<file path="src/hdl/intc_config.svh">
`ifndef INTC_CONFIG_SVH
`define INTC_CONFIG_SVH

// width of the command port data word
`define INTC_DATA_W 16

// number of interrupt sources and destinations
`define INTC_SRC_N 8
`define INTC_DST_N 4

// pointer widths for the counts above
`define INTC_SRC_IW $clog2(`INTC_SRC_N)
`define INTC_DST_IW $clog2(`INTC_DST_N)

`endif

</file>
<file path="src/hdl/intc_pkg.sv">
`include "intc_config.svh"

package intc_pkg;

	// operation code on the command port
	// only a read-write does anything
	typedef enum logic [1:0] {
		PI_NOOP = 2'b00,
		PI_WROP = 2'b01,
		PI_RDOP = 2'b10,
		PI_RWOP = 2'b11
	} pi_op_t;

	// command field, low two bits of the data word
	typedef enum logic [1:0] {
		CMD_ACKINT = 2'b00,
		CMD_INTDST = 2'b01,
		CMD_ENAINT = 2'b10
	} cmd_t;

	// reply for an index out of range, or an ack of a targeted interrupt
	localparam logic [`INTC_DATA_W-1:0] REPLY_INVALID = '1;

	// reply when an interrupt is already pending
	// also used for an ack naming the wrong destination
	localparam logic [`INTC_DATA_W-1:0] REPLY_BUSY = {{(`INTC_DATA_W-1){1'b1}}, 1'b0};

endpackage

</file>
<file path="src/hdl/intc_dst_if.sv">
`timescale 1ns/100ps
`include "intc_config.svh"

interface intc_dst_if;

	// pointer to the destination under test
	logic [`INTC_DST_IW-1:0] dst_idx;
	// pointed destination may take the interrupt
	logic dst_ok;
	// step the pointer by one, wrapping
	logic dst_adv;
	// send the pointer back to destination 0
	logic dst_home;

	// targeted interrupt, selector walks to seek_idx on its own
	logic seek;
	logic [`INTC_DST_IW-1:0] seek_idx;
	// pointer sits on seek_idx
	logic at_target;

	// destination enable mask write
	logic en_we;
	logic [`INTC_DST_IW-1:0] en_idx;
	logic en_val;

	modport sel (
		output dst_idx, dst_ok, at_target,
		input  dst_adv, dst_home, seek, seek_idx,
		input  en_we, en_idx, en_val
	);

	modport disp (
		input  dst_idx, dst_ok, at_target,
		output dst_adv, dst_home, seek, seek_idx,
		output en_we, en_idx, en_val
	);

endinterface

</file>
<file path="src/hdl/intc_src_if.sv">
`timescale 1ns/100ps
`include "intc_config.svh"

interface intc_src_if;

	// pointer to the source being polled
	logic [`INTC_SRC_IW-1:0] src_idx;
	// pointed source is enabled and raising its request
	logic src_req;
	// step the pointer to the next source
	logic src_adv;
	// pending interrupt came from the pointed source
	logic src_ack_hold;

	// source enable mask write
	logic en_we;
	logic [`INTC_SRC_IW-1:0] en_idx;
	logic en_val;

	modport scan (
		output src_idx, src_req,
		input  src_adv, src_ack_hold,
		input  en_we, en_idx, en_val
	);

	modport disp (
		input  src_idx, src_req,
		output src_adv, src_ack_hold,
		output en_we, en_idx, en_val
	);

endinterface

</file>
<file path="src/hdl/intc_dispatch.sv">
`timescale 1ns/100ps
`include "intc_config.svh"

module intc_dispatch (
	input  logic                    clk_i,
	input  logic                    rst_i,
	input  intc_pkg::pi_op_t        pi_op_i,
	input  logic [`INTC_DATA_W-1:0] pi_data_i,
	output logic [`INTC_DATA_W-1:0] pi_data_o,
	intc_src_if.disp                src,
	intc_dst_if.disp                dst,
	output logic [`INTC_DST_N-1:0]  intrqstdst_o
);

	import intc_pkg::*;

	localparam int W      = `INTC_DATA_W;
	localparam int N_SRC  = `INTC_SRC_N;
	localparam int N_DST  = `INTC_DST_N;
	localparam int SRC_IW = `INTC_SRC_IW;
	localparam int DST_IW = `INTC_DST_IW;

	// decoded command strobes
	logic cmd_ack;
	logic cmd_intdst;
	logic cmd_ena;
	// argument fields, layout |idx|en|cmd| or |idx|cmd|
	logic [W-4:0] arg_idx3;
	logic [W-3:0] arg_idx2;
	logic ena_ok;
	logic intdst_ok;
	logic ack_in_range;
	logic ack_match;

	// one interrupt in flight at a time
	logic pending;
	// the pending interrupt came from INTDST, not from a source
	logic tgt_flag;
	logic [DST_IW-1:0] tgt_idx;

	// priority chain branches
	logic seeking;
	logic br_ack;
	logic br_scan;

	always_comb begin
		cmd_ack    = (pi_op_i == PI_RWOP) && (cmd_t'(pi_data_i[1:0]) == CMD_ACKINT);
		cmd_intdst = (pi_op_i == PI_RWOP) && (cmd_t'(pi_data_i[1:0]) == CMD_INTDST);
		cmd_ena    = (pi_op_i == PI_RWOP) && (cmd_t'(pi_data_i[1:0]) == CMD_ENAINT);
	end

	assign arg_idx3     = pi_data_i[W-1:3];
	assign arg_idx2     = pi_data_i[W-1:2];
	assign ena_ok       = (arg_idx3 < N_SRC);
	assign intdst_ok    = (arg_idx2 < N_DST);
	assign ack_in_range = (arg_idx3 < N_DST);
	// an ack only hits when something is pending on the named destination
	assign ack_match    = pending && (arg_idx3 == (W - 3)'(dst.dst_idx));

	// targeted interrupt still walking toward its destination
	assign seeking = tgt_flag && !dst.at_target;
	assign br_ack  = !cmd_ena && !cmd_intdst && !seeking && (pending || cmd_ack);
	assign br_scan = !cmd_ena && !cmd_intdst && !seeking && !pending && !cmd_ack;

	// strobes toward the scanner
	assign src.src_adv      = (br_ack && cmd_ack && ack_match) || (br_scan && !src.src_req);
	assign src.src_ack_hold = pending && !tgt_flag;
	assign src.en_we        = cmd_ena && ena_ok;
	assign src.en_idx       = pi_data_i[3 +: SRC_IW];
	assign src.en_val       = pi_data_i[2];

	// strobes toward the selector
	assign dst.dst_adv  = br_scan && src.src_req && !dst.dst_ok;
	assign dst.dst_home = br_ack && cmd_ack && ack_match;
	assign dst.seek     = !cmd_ena && !cmd_intdst && seeking;
	assign dst.seek_idx = tgt_idx;
	// ACKINT carries the destination enable bit, applied even on a miss
	assign dst.en_we    = br_ack && cmd_ack && ack_in_range;
	assign dst.en_idx   = pi_data_i[3 +: DST_IW];
	assign dst.en_val   = pi_data_i[2];

	always_ff @(posedge clk_i) begin
		if (rst_i) begin
			pending   <= 1'b0;
			tgt_flag  <= 1'b0;
			pi_data_o <= '0;
		end else if (cmd_ena) begin
			pi_data_o <= ena_ok ? W'(pi_data_i[3 +: SRC_IW]) : REPLY_INVALID;
		end else if (cmd_intdst) begin
			if (!intdst_ok) begin
				pi_data_o <= REPLY_INVALID;
			end else if (pending) begin
				pi_data_o <= REPLY_BUSY;
			end else begin
				pi_data_o <= W'(pi_data_i[2 +: DST_IW]);
				pending   <= 1'b1;
				tgt_flag  <= 1'b1;
			end
		end else if (br_ack) begin
			if (cmd_ack && ack_match) begin
				// source index back to software, -1 when nobody raised it
				pi_data_o <= tgt_flag ? REPLY_INVALID : W'(src.src_idx);
				pending   <= 1'b0;
				tgt_flag  <= 1'b0;
			end else if (cmd_ack) begin
				pi_data_o <= REPLY_BUSY;
			end
		end else if (br_scan && src.src_req && dst.dst_ok) begin
			pending <= 1'b1;
		end
	end

	// target held for the selector while it walks
	always_ff @(posedge clk_i) begin
		if (cmd_intdst && intdst_ok && !pending) begin
			tgt_idx <= pi_data_i[2 +: DST_IW];
		end
	end

	// request only once the pointer rests on the chosen destination
	always_comb begin
		for (int i = 0; i < N_DST; i++) begin
			intrqstdst_o[i] = pending && !seeking && (dst.dst_idx == DST_IW'(i));
		end
	end

endmodule

</file>
<file path="src/hdl/intc_dst_sel.sv">
`timescale 1ns/100ps
`include "intc_config.svh"

module intc_dst_sel (
	input  logic                   clk_i,
	input  logic                   rst_i,
	intc_dst_if.sel                dst,
	input  logic [`INTC_DST_N-1:0] intrdydst_i,
	input  logic [`INTC_DST_N-1:0] intbestdst_i
);

	localparam int N  = `INTC_DST_N;
	localparam int IW = `INTC_DST_IW;

	// per-destination enable, all off after reset
	logic [N-1:0] dst_en;
	// destination pointer
	logic [IW-1:0] ptr;
	logic [IW-1:0] ptr_nxt;
	// some enabled destination reports best
	logic any_best;
	// a targeted interrupt still has to reach its destination
	logic seek_step;

	always_comb begin
		if (ptr == IW'(N - 1)) begin
			ptr_nxt = '0;
		end else begin
			ptr_nxt = ptr + 1'b1;
		end
	end

	assign any_best = |(intbestdst_i & dst_en);

	// best destination always wins
	// a plain ready one only counts when nobody enabled is best,
	// otherwise the pointer keeps moving until it finds the best one
	assign dst.dst_ok = dst_en[ptr] &&
		(intbestdst_i[ptr] || (!any_best && intrdydst_i[ptr]));

	// comparison alone, the dispatcher decides when it matters
	assign dst.at_target = (ptr == dst.seek_idx);

	assign seek_step = dst.seek && !dst.at_target;

	always_ff @(posedge clk_i) begin
		if (rst_i) begin
			ptr    <= '0;
			dst_en <= '0;
		end else begin
			if (dst.en_we) begin
				dst_en[dst.en_idx] <= dst.en_val;
			end
			// home after an ack so the lowest index is tried first
			if (dst.dst_home) begin
				ptr <= '0;
			end else if (dst.dst_adv || seek_step) begin
				ptr <= ptr_nxt;
			end
		end
	end

	assign dst.dst_idx = ptr;

endmodule

</file>
<file path="src/hdl/intc_src_scan.sv">
`timescale 1ns/100ps
`include "intc_config.svh"

module intc_src_scan (
	input  logic                   clk_i,
	input  logic                   rst_i,
	intc_src_if.scan               src,
	input  logic [`INTC_SRC_N-1:0] intrqstsrc_i,
	output logic [`INTC_SRC_N-1:0] intrdysrc_o
);

	localparam int N  = `INTC_SRC_N;
	localparam int IW = `INTC_SRC_IW;

	// per-source enable, all off after reset
	logic [N-1:0] src_en;
	// round-robin poll pointer
	logic [IW-1:0] ptr;
	logic [IW-1:0] ptr_nxt;

	// wrap at the last source, count may not be a power of two
	always_comb begin
		if (ptr == IW'(N - 1)) begin
			ptr_nxt = '0;
		end else begin
			ptr_nxt = ptr + 1'b1;
		end
	end

	always_ff @(posedge clk_i) begin
		if (rst_i) begin
			ptr    <= '0;
			src_en <= '0;
		end else begin
			// mask write and pointer step may land on the same edge
			if (src.en_we) begin
				src_en[src.en_idx] <= src.en_val;
			end
			if (src.src_adv) begin
				ptr <= ptr_nxt;
			end
		end
	end

	assign src.src_idx = ptr;

	// a request only counts from an enabled source
	assign src.src_req = src_en[ptr] && intrqstsrc_i[ptr];

	// ready goes low on the pointed source while its interrupt waits for the ack
	// the source is expected to drop its request on that falling edge
	always_comb begin
		for (int i = 0; i < N; i++) begin
			intrdysrc_o[i] = !(src.src_ack_hold && (ptr == IW'(i)));
		end
	end

endmodule

</file>
<file path="src/hdl/intc_top.sv">
`timescale 1ns/100ps
`include "intc_config.svh"

module intc_top (
	input  logic                    clk_i,
	input  logic                    rst_i,

	// command port
	input  intc_pkg::pi_op_t        pi_op_i,
	input  logic [`INTC_DATA_W-1:0] pi_data_i,
	output logic [`INTC_DATA_W-1:0] pi_data_o,

	// destination side, one bit per destination
	output logic [`INTC_DST_N-1:0]  intrqstdst_o,
	input  logic [`INTC_DST_N-1:0]  intrdydst_i,
	input  logic [`INTC_DST_N-1:0]  intbestdst_i,

	// source side, one bit per source
	input  logic [`INTC_SRC_N-1:0]  intrqstsrc_i,
	output logic [`INTC_SRC_N-1:0]  intrdysrc_o
);

	// scanner to dispatcher
	intc_src_if src_bus ();
	// selector to dispatcher
	intc_dst_if dst_bus ();

	// polls the sources round-robin
	intc_src_scan u_src_scan (
		.clk_i        (clk_i),
		.rst_i        (rst_i),
		.src          (src_bus.scan),
		.intrqstsrc_i (intrqstsrc_i),
		.intrdysrc_o  (intrdysrc_o)
	);

	// finds a destination willing to take the interrupt
	intc_dst_sel u_dst_sel (
		.clk_i        (clk_i),
		.rst_i        (rst_i),
		.dst          (dst_bus.sel),
		.intrdydst_i  (intrdydst_i),
		.intbestdst_i (intbestdst_i)
	);

	// commands, pending state and the destination request
	intc_dispatch u_dispatch (
		.clk_i        (clk_i),
		.rst_i        (rst_i),
		.pi_op_i      (pi_op_i),
		.pi_data_i    (pi_data_i),
		.pi_data_o    (pi_data_o),
		.src          (src_bus.disp),
		.dst          (dst_bus.disp),
		.intrqstdst_o (intrqstdst_o)
	);

endmodule

</file>
<file path="config.mk">
export PLATFORM = sky130hd
export DESIGN_NAME = intc_top
export DESIGN_NICKNAME = d
export VERILOG_FILES = /design/src/hdl/intc_pkg.sv /design/src/hdl/intc_dst_if.sv /design/src/hdl/intc_src_if.sv /design/src/hdl/intc_dispatch.sv /design/src/hdl/intc_dst_sel.sv /design/src/hdl/intc_src_scan.sv /design/src/hdl/intc_top.sv
export VERILOG_INCLUDE_DIRS = /design/src /design/src/hdl
export SDC_FILE = /design/constraint.sdc
export NUM_CORES = 1
export LEC_CHECK = 0
export BUFFER_PORTS_ARGS = -buffer_cell sky130_fd_sc_hd__buf_4
export CORE_UTILIZATION = 46
export CTS_CLUSTER_SIZE = 10
export DETAILED_ROUTE_END_ITERATION = 6
export PLACE_DENSITY = 0.82
export SLEW_MARGIN = 5
export SYNTH_ARGS = -nofsm -noshare
export SYNTH_HDL_FRONTEND = slang
export SYNTH_HIERARCHICAL = 1
export SYNTH_SLANG_ARGS = --single-unit
export TNS_END_PERCENT = 10
</file>
<file path="constraint.sdc">
create_clock -name clk_i -period 2.2 [get_ports clk_i]
set_input_delay 0.11 -clock clk_i [delete_from_list [all_inputs] [get_ports clk_i]]
set_output_delay 0.11 -clock clk_i [all_outputs]
set_load 0.005 [all_outputs]
</file>
# ---- Word-level counts from Yosys, hierarchy flattened
# Index checks and enable logic that the tools add are counted.
dict set report classes {
  add_sub_neg 2
  order_cmp 9
  eq_ne 18
  muxes 36
  n_bitwise 2
  n_reduce_logical 77
}
# operator n
set op_table {}
lappend op_table {{$mux W16} 9}
lappend op_table {{$logic_and A1 B1 Y1} 42}
lappend op_table {{$logic_not A1 Y1} 18}
lappend op_table {{$mux W1} 16}
lappend op_table {{$lt A14 B3 Y1 const B} 1}
lappend op_table {{$eq A13 B2 Y1} 1}
lappend op_table {{$lt A13 B3 Y1 const B} 1}
lappend op_table {{$lt A13 B4 Y1 const B} 1}
lappend op_table {{$eq A3 B3 Y1 const B} 4}
lappend op_table {{$bwmux W8} 1}
lappend op_table {{$eq A2 B2 Y1 const B} 4}
lappend op_table {{$lt A3 B4 Y1 const B} 2}
lappend op_table {{$bmux W1 S2} 3}
lappend op_table {{$bmux W1 S3} 2}
lappend op_table {{$eq A3 B2 Y1 const B} 2}
lappend op_table {{$lt A2 B3 Y1 const B} 2}
lappend op_table {{$reduce_bool A3 Y1} 2}
lappend op_table {{$reduce_and A5 Y1} 1}
lappend op_table {{$and A4 B4 Y4} 1}
lappend op_table {{$bwmux W4} 1}
lappend op_table {{$eq A2 B1 Y1 const B} 2}
lappend op_table {{$logic_not A2 Y1} 2}
lappend op_table {{$logic_or A1 B1 Y1} 4}
lappend op_table {{$ne A2 B2 Y1 const B} 2}
lappend op_table {{other kinds (19)} 20}
dict set report word_totals {
  reg_bits 37
  input_bits 36
}

# ---- Longest topological paths before layout
dict set report logic_depth {
  depth_word 12
  ltp_mapped 11
  mapped_depth_nobuf 10
}

# ---- By module
# The synthesis kept the hierarchy.
# mod n_inst cells_per_inst area_per_inst_um2
set modules_own_cells {}
lappend modules_own_cells {intc_dispatch 1 106 799.5}
lappend modules_own_cells {intc_src_scan 1 85 719.4}
lappend modules_own_cells {intc_dst_sel 1 48 430.4}

# ---- Worst setup path before layout
# No wires, ideal clock.
dict set report synth_timing {
  path_type {register to register}
  from {register u_dst_sel.ptr[0], in the netlist u_dst_sel/dst.dst_idx[0]}
  to {register u_dst_sel.ptr[0], in the netlist u_dst_sel/dst.dst_idx[0]}
  setup_time_ps 123
  arrival_ps 2210
  required_ps 2077
  slack_ps -133
  stages_incl_launch_ff 10
  path_buffers 0
  path_cell_list {dfxtp_1 -> mux4_1 -> a21oi_1 -> nor2_1 -> nand2b_1 -> nor4_1 -> or4b_4 -> o22ai_2 -> a21oi_1 -> o21ai_0}
}
dict set report synth_via {
  elab_cells_between_ends 31
  cone_classes {add/sub (1); eq/ne (3); mux (7); reduce/logical (20)}
}
# element line
set synth_lines {}
lappend synth_lines {{from (decl)} intc_dst_sel.sv:18} ;# logic [IW-1:0] ptr;
lappend synth_lines {{from (signal assigned)} intc_dst_sel.sv:58} ;# ptr <= ptr_nxt;
lappend synth_lines {{$bmux W1 S2} intc_dst_sel.sv:39} ;# (intbestdst_i[ptr] || (!any_best && intrdydst_i[ptr]));
lappend synth_lines {{$mux W1 (implied by the code)} intc_dst_sel.sv:39}
lappend synth_lines {{$logic_and A1 B1 Y1} intc_dst_sel.sv:39}
lappend synth_lines {{$logic_or A1 B1 Y1} intc_dst_sel.sv:39}
lappend synth_lines {{$logic_and A1 B1 Y1 *} intc_dst_sel.sv:38} ;# assign dst.dst_ok = dst_en[ptr] &&
lappend synth_lines {{net dst_bus.dst_ok} intc_dst_if.sv:9} ;# logic dst_ok;
lappend synth_lines {{$logic_not A1 Y1 *} intc_dispatch.sv:73} ;# assign dst.dst_adv = br_scan && src.src_req && !dst.dst_ok;
lappend synth_lines {{$logic_and A1 B1 Y1 *} intc_dispatch.sv:73}
lappend synth_lines {{net dst_bus.dst_adv} intc_dst_if.sv:11} ;# logic dst_adv;
lappend synth_lines {{$logic_or A1 B1 Y1 *} intc_dst_sel.sv:57} ;# end else if (dst.dst_adv || seek_step) begin
# The timed path passes the listed nets; every way through them passes the cells marked *. The select of a mux whose other input is x is not followed.
# A chain may end at the register's enable or synchronous reset.

# ---- Worst setup path in the final report
dict set report layout_timing {
  from {register u_src_scan.ptr[1], in the netlist u_src_scan/src.src_idx[1]}
  to {register u_dst_sel.ptr[1], in the netlist u_dst_sel/dst.dst_idx[1]}
}
dict set report layout_via {
  elab_chain_len 6
  elab_cells_between_ends 8
  cone_classes {mux (4); reduce/logical (4)}
}
# element line
set layout_rtl {}
lappend layout_rtl {{from (decl)} intc_src_scan.sv:18} ;# logic [IW-1:0] ptr;
lappend layout_rtl {{from (signal assigned)} intc_src_scan.sv:40} ;# ptr <= ptr_nxt;
lappend layout_rtl {{$bmux W1 S3} intc_src_scan.sv:48} ;# assign src.src_req = src_en[ptr] && intrqstsrc_i[ptr];
lappend layout_rtl {{$mux W1 (implied by the code)} intc_src_scan.sv:48}
lappend layout_rtl {{$logic_and A1 B1 Y1 *} intc_src_scan.sv:48}
lappend layout_rtl {{net src_bus.src_req} intc_src_if.sv:9} ;# logic src_req;
lappend layout_rtl {{$logic_and A1 B1 Y1 * (2 in series)} intc_dispatch.sv:73}
lappend layout_rtl {{net dst_bus.dst_adv} intc_dst_if.sv:11}
lappend layout_rtl {{$logic_or A1 B1 Y1 *} intc_dst_sel.sv:57}
# Marked as above.

==> summary.txt <==
Critical path
  • CP Launch Type: register
  • Setup CP Type: reg2reg
  • Crit-path slowest cell: dfxtp_4
  • Worst endpoint required time: 2380 ps
  • CP peak stage delay: between 300 and 400 ps
  • Critical Path Sink Type: register
  • Crit path cell chain: buf_6 > o211ai_1 > a31oi_2 > nor4_4 > nand2b_4 > nor4_4 > buf_4 > o41ai_2 > a2111oi_2
  • CP dominant cell by count: nor4_4
  • Crit path DAT: around 2400 ps
  • Crit-path max FO: 5

Clock tree
  • TritonCTS clock tree: done
  • CTS HTree Levels: 1
  • CTS buffer count: 3
  • Worst-path clk slew: 90 ps
  • Clk_lat worst skew: 270 ps
  • CTS Hold Bufs: 0
  • Root buf cell: clkbuf_8
  • Clk buf depth: 2
  • Clk sinks: 25

Synthesis
  • Synth area leaders: dfxtp_1 (24%), buf_4 (7.3%), mux2i_1 (6.7%)
  • Register bit total from synthesis: 25
  • Top cell type's share of synthesized area: 23.6%
  • YS warnings: 6
  • Post-synth top area cell: dfxtp_1
  • Syn nets: 282
  • Seq/Total Area, Yosys: approximately a quarter
  • Syn avg cell area: 8.16 sq um
  • FFs w/ async S/R, synth: 0%
  • Mapped Area: 1950 sq um
  • Main synth FF type: dfxtp_1
  • Unique masters post-synth: a little under 50
  • Mapped Cells: between 200 and 250
  • Number of synthesized flops with an enable pin: 2

Detailed routing
  • Vias: 1933
  • Drt wl/cell: between 10 and 15 um
  • Via density: 5.55
  • Routed WL: 4.92 mm
  • DR iter-0 viols: 170
  • Routed Antenna Nets: 0
  • Post-route DRC: 0
  • 1st-pass router iterations: 4

Die
  • Total die area: 4500 sq um
  • Initial core utilization: 48.4%
  • CORE AREA: 4030 sq um
  • Chip Height: 67.1 um
  • Core Rows: 23
  • Die width: 67.1 um
  • Boundary pin count: 64

Cells and area
  • Layout cell share with drive strength beyond 1: 38.6%
  • Footprint of the multi-input gates: 1320 sq um
  • Number of fillers in the final layout: 349
  • P&R area growth vs syn: 33.8%
  • Nets: between 300 and 400
  • Final non-filler cell area: approximately 2600 sq um
  • Sequential cell area: 529 sq um
  • Antenna Cells: 0

Pwr
  • Power Density: 576 nW/um^2
  • Leak pwr: approximately 1.1 nW
  • Peak VDD IR: between 0.0004 and 0.0005 V
  • Total Power: 1.50 mW

STA
  • TNS Setup: -24.2 ps
  • Worst-margin pin slew: around 430 ps
  • Worst hold slack: 134 ps
  • Unrepaired setup endpoints after global routing: true
  • Fin crit share: 101%
  • Finish-stage setup viols: 2
  • Max-slew headroom: between 70% and 80%
  • Fin. Hold Viols: 0
  • Crit path time final: ~2200 ps
  • Fmax: 451 MHz
  • Clock Skew: a little under 3 ps
  • Final setup margin: -18.2 ps
  • Slew Limit Fails: 0

Worst hold path
  • Min-Delay Path Class: in2reg

Global route
  • Remaining global-route overflow: 0
  • Initial antenna violation count: 0
  • Met1 Use GR: 28.4%
  • Met3 Use GR: 2.74%
  • Gr usage total: 21.7%
  • Vias in the first global route: 1691
  • GRT busiest layer: met2
  • Met2 global-route usage: 36.5%
  • First-pass GRT wire length: 7.45 mm
  • Largest net degree at the start of global routing: 27

Place
  • IO Port Bufs: 63
  • Placed cell areas: about 2400 sq um
  • Post-DP HPWL: 3.63 mm
  • GP Congestion: 0.851

Run status
  • Outcome: finished with violations
  • Violated checks: setup timing

Job
  • Max_cap viols: 0
layer usage:
metal	wire length, um	up-vias
met2	2420	55
met4	36	0
met5	0	-
li1	-	963
met1	2170	911
met3	301	4
cell families after synthesis:
logic type	Yosys count	share of synthesized area, %
multiplexers	15	9.37
buffers and inverters	36	11.8
AO/OA/AOI/OAI	46	16.3
adder cells (fa/ha/maj)	7	4.49
XOR/XNOR	4	1.80
flip-flops	25	26.7
AND/OR/NAND/NOR	106	29.5
per-stage QoR:
stage	setup slack, ps	utilization, %	std cells
6_report	-18.2	64.8	348
5_1_grt	-156	64.8	348
4_1_cts	-0.713	61.7	347
3_5_place_dp	-151	60.0	343
3_3_place_gp	-121	60.0	343
2_1_floorplan	2.29	-	239
cells in the final DEF (no fill, tap or decap), types with 4 or more instances in the layout:
cell / synthesis / final
buf_4: 19 / 77
nor2_1: 33 / 32
dfxtp_1: 23 / 20
nand2_1: 19 / 18
mux2i_1: 13 / 13
nand3_1: 10 / 10
a21oi_1: 12 / 10
inv_1: 10 / 9
o21ai_0: 10 / 8
ha_1: 7 / 7
nor3_1: 7 / 5
nand2b_1: 6 / 5
nand4_1: 4 / 4
flip-flops by register name, summed over array words and instances, names as in the netlist:
signal	cells
u_src_scan/src_en	8
u_dispatch/pi_data_o	4
u_dst_sel/dst_en	4
u_src_scan/src.src_idx	3
u_dispatch/dst.seek_idx	2
u_dst_sel/dst.dst_idx	2
u_dispatch/pending	1
u_dispatch/tgt_flag	1
synth_stat cells (2+ instances only):
| master | number |
|---|---|
| nor2_1 | 33 |
| dfxtp_1 | 23 |
| buf_4 | 19 |
| nand2_1 | 19 |
| mux2i_1 | 13 |
| a21oi_1 | 12 |
| inv_1 | 10 |
| nand3_1 | 10 |
| o21ai_0 | 10 |
| ha_1 | 7 |
| nor3_1 | 7 |
| nand2b_1 | 6 |
| nand4_1 | 4 |
| xor2_1 | 4 |
| a22oi_1 | 3 |
| and2_1 | 3 |
| and3_1 | 3 |
| buf_6 | 3 |
| nor2b_1 | 3 |
| o211ai_1 | 3 |
| or4_1 | 3 |
| a211oi_1 | 2 |
| a21o_1 | 2 |
| a311o_1 | 2 |
| a31oi_1 | 2 |
| edfxtp_1 | 2 |
| inv_2 | 2 |
| mux4_1 | 2 |
| nand3b_1 | 2 |
| nand4b_1 | 2 |
| nor3b_1 | 2 |
| nor3b_2 | 2 |
| nor4_1 | 2 |
| o32ai_1 | 2 |
final cells by class:
type | instances | share of cell area [%]
well taps | 50 | 2.40
flip-flops and latches | 25 | 20.3
repair buffers | 79 | 23.0
clock inverters | 1 | 0.288
clock buffers | 3 | 1.58
inverters | 12 | 1.73
multi-input cells | 178 | 50.7
power by group:
part	leakage (nW)	internal, mW	switching (mW)
combinational	0.881	0.332	0.347
clock	0.0217	0.129	0.153
sequential	0.207	0.500	0.0416
total	1.11	0.960	0.542
timing repair:
item,in CTS,in global routing
setup endpoints to repair,5,6
pin swaps,0,9
gates resized for setup,5,26
buffers inserted,0,1
path summary, 6_finish.rpt:
kind	cells past startpoint	start	endpoint	slack (ps)
setup reg to reg	9	u_src_scan/src.src_idx[1]	u_dst_sel/dst.dst_idx[1]	-20
setup / recovery	9	u_src_scan/src.src_idx[1]	u_dst_sel/dst.dst_idx[1]	-20
hold reg to reg	2	u_src_scan/src_en[1]	u_src_scan/src_en[1]	490
hold / removal	1	pi_data_i[2]	u_dispatch/dst.seek_idx[0]	130
worst max-delay path: cells and delay by family, from the launching register on:
| family | cells | cell delay (ps) |
|---|---|---|
| and+or+nand+nor | 3 | 750 |
| AOI/OAI and AO/OA | 4 | 700 |
| DFF | 1 | 370 |
| buffers and inverters | 2 | 300 |
No activity file was read; power rests on OpenSTA's default activity.
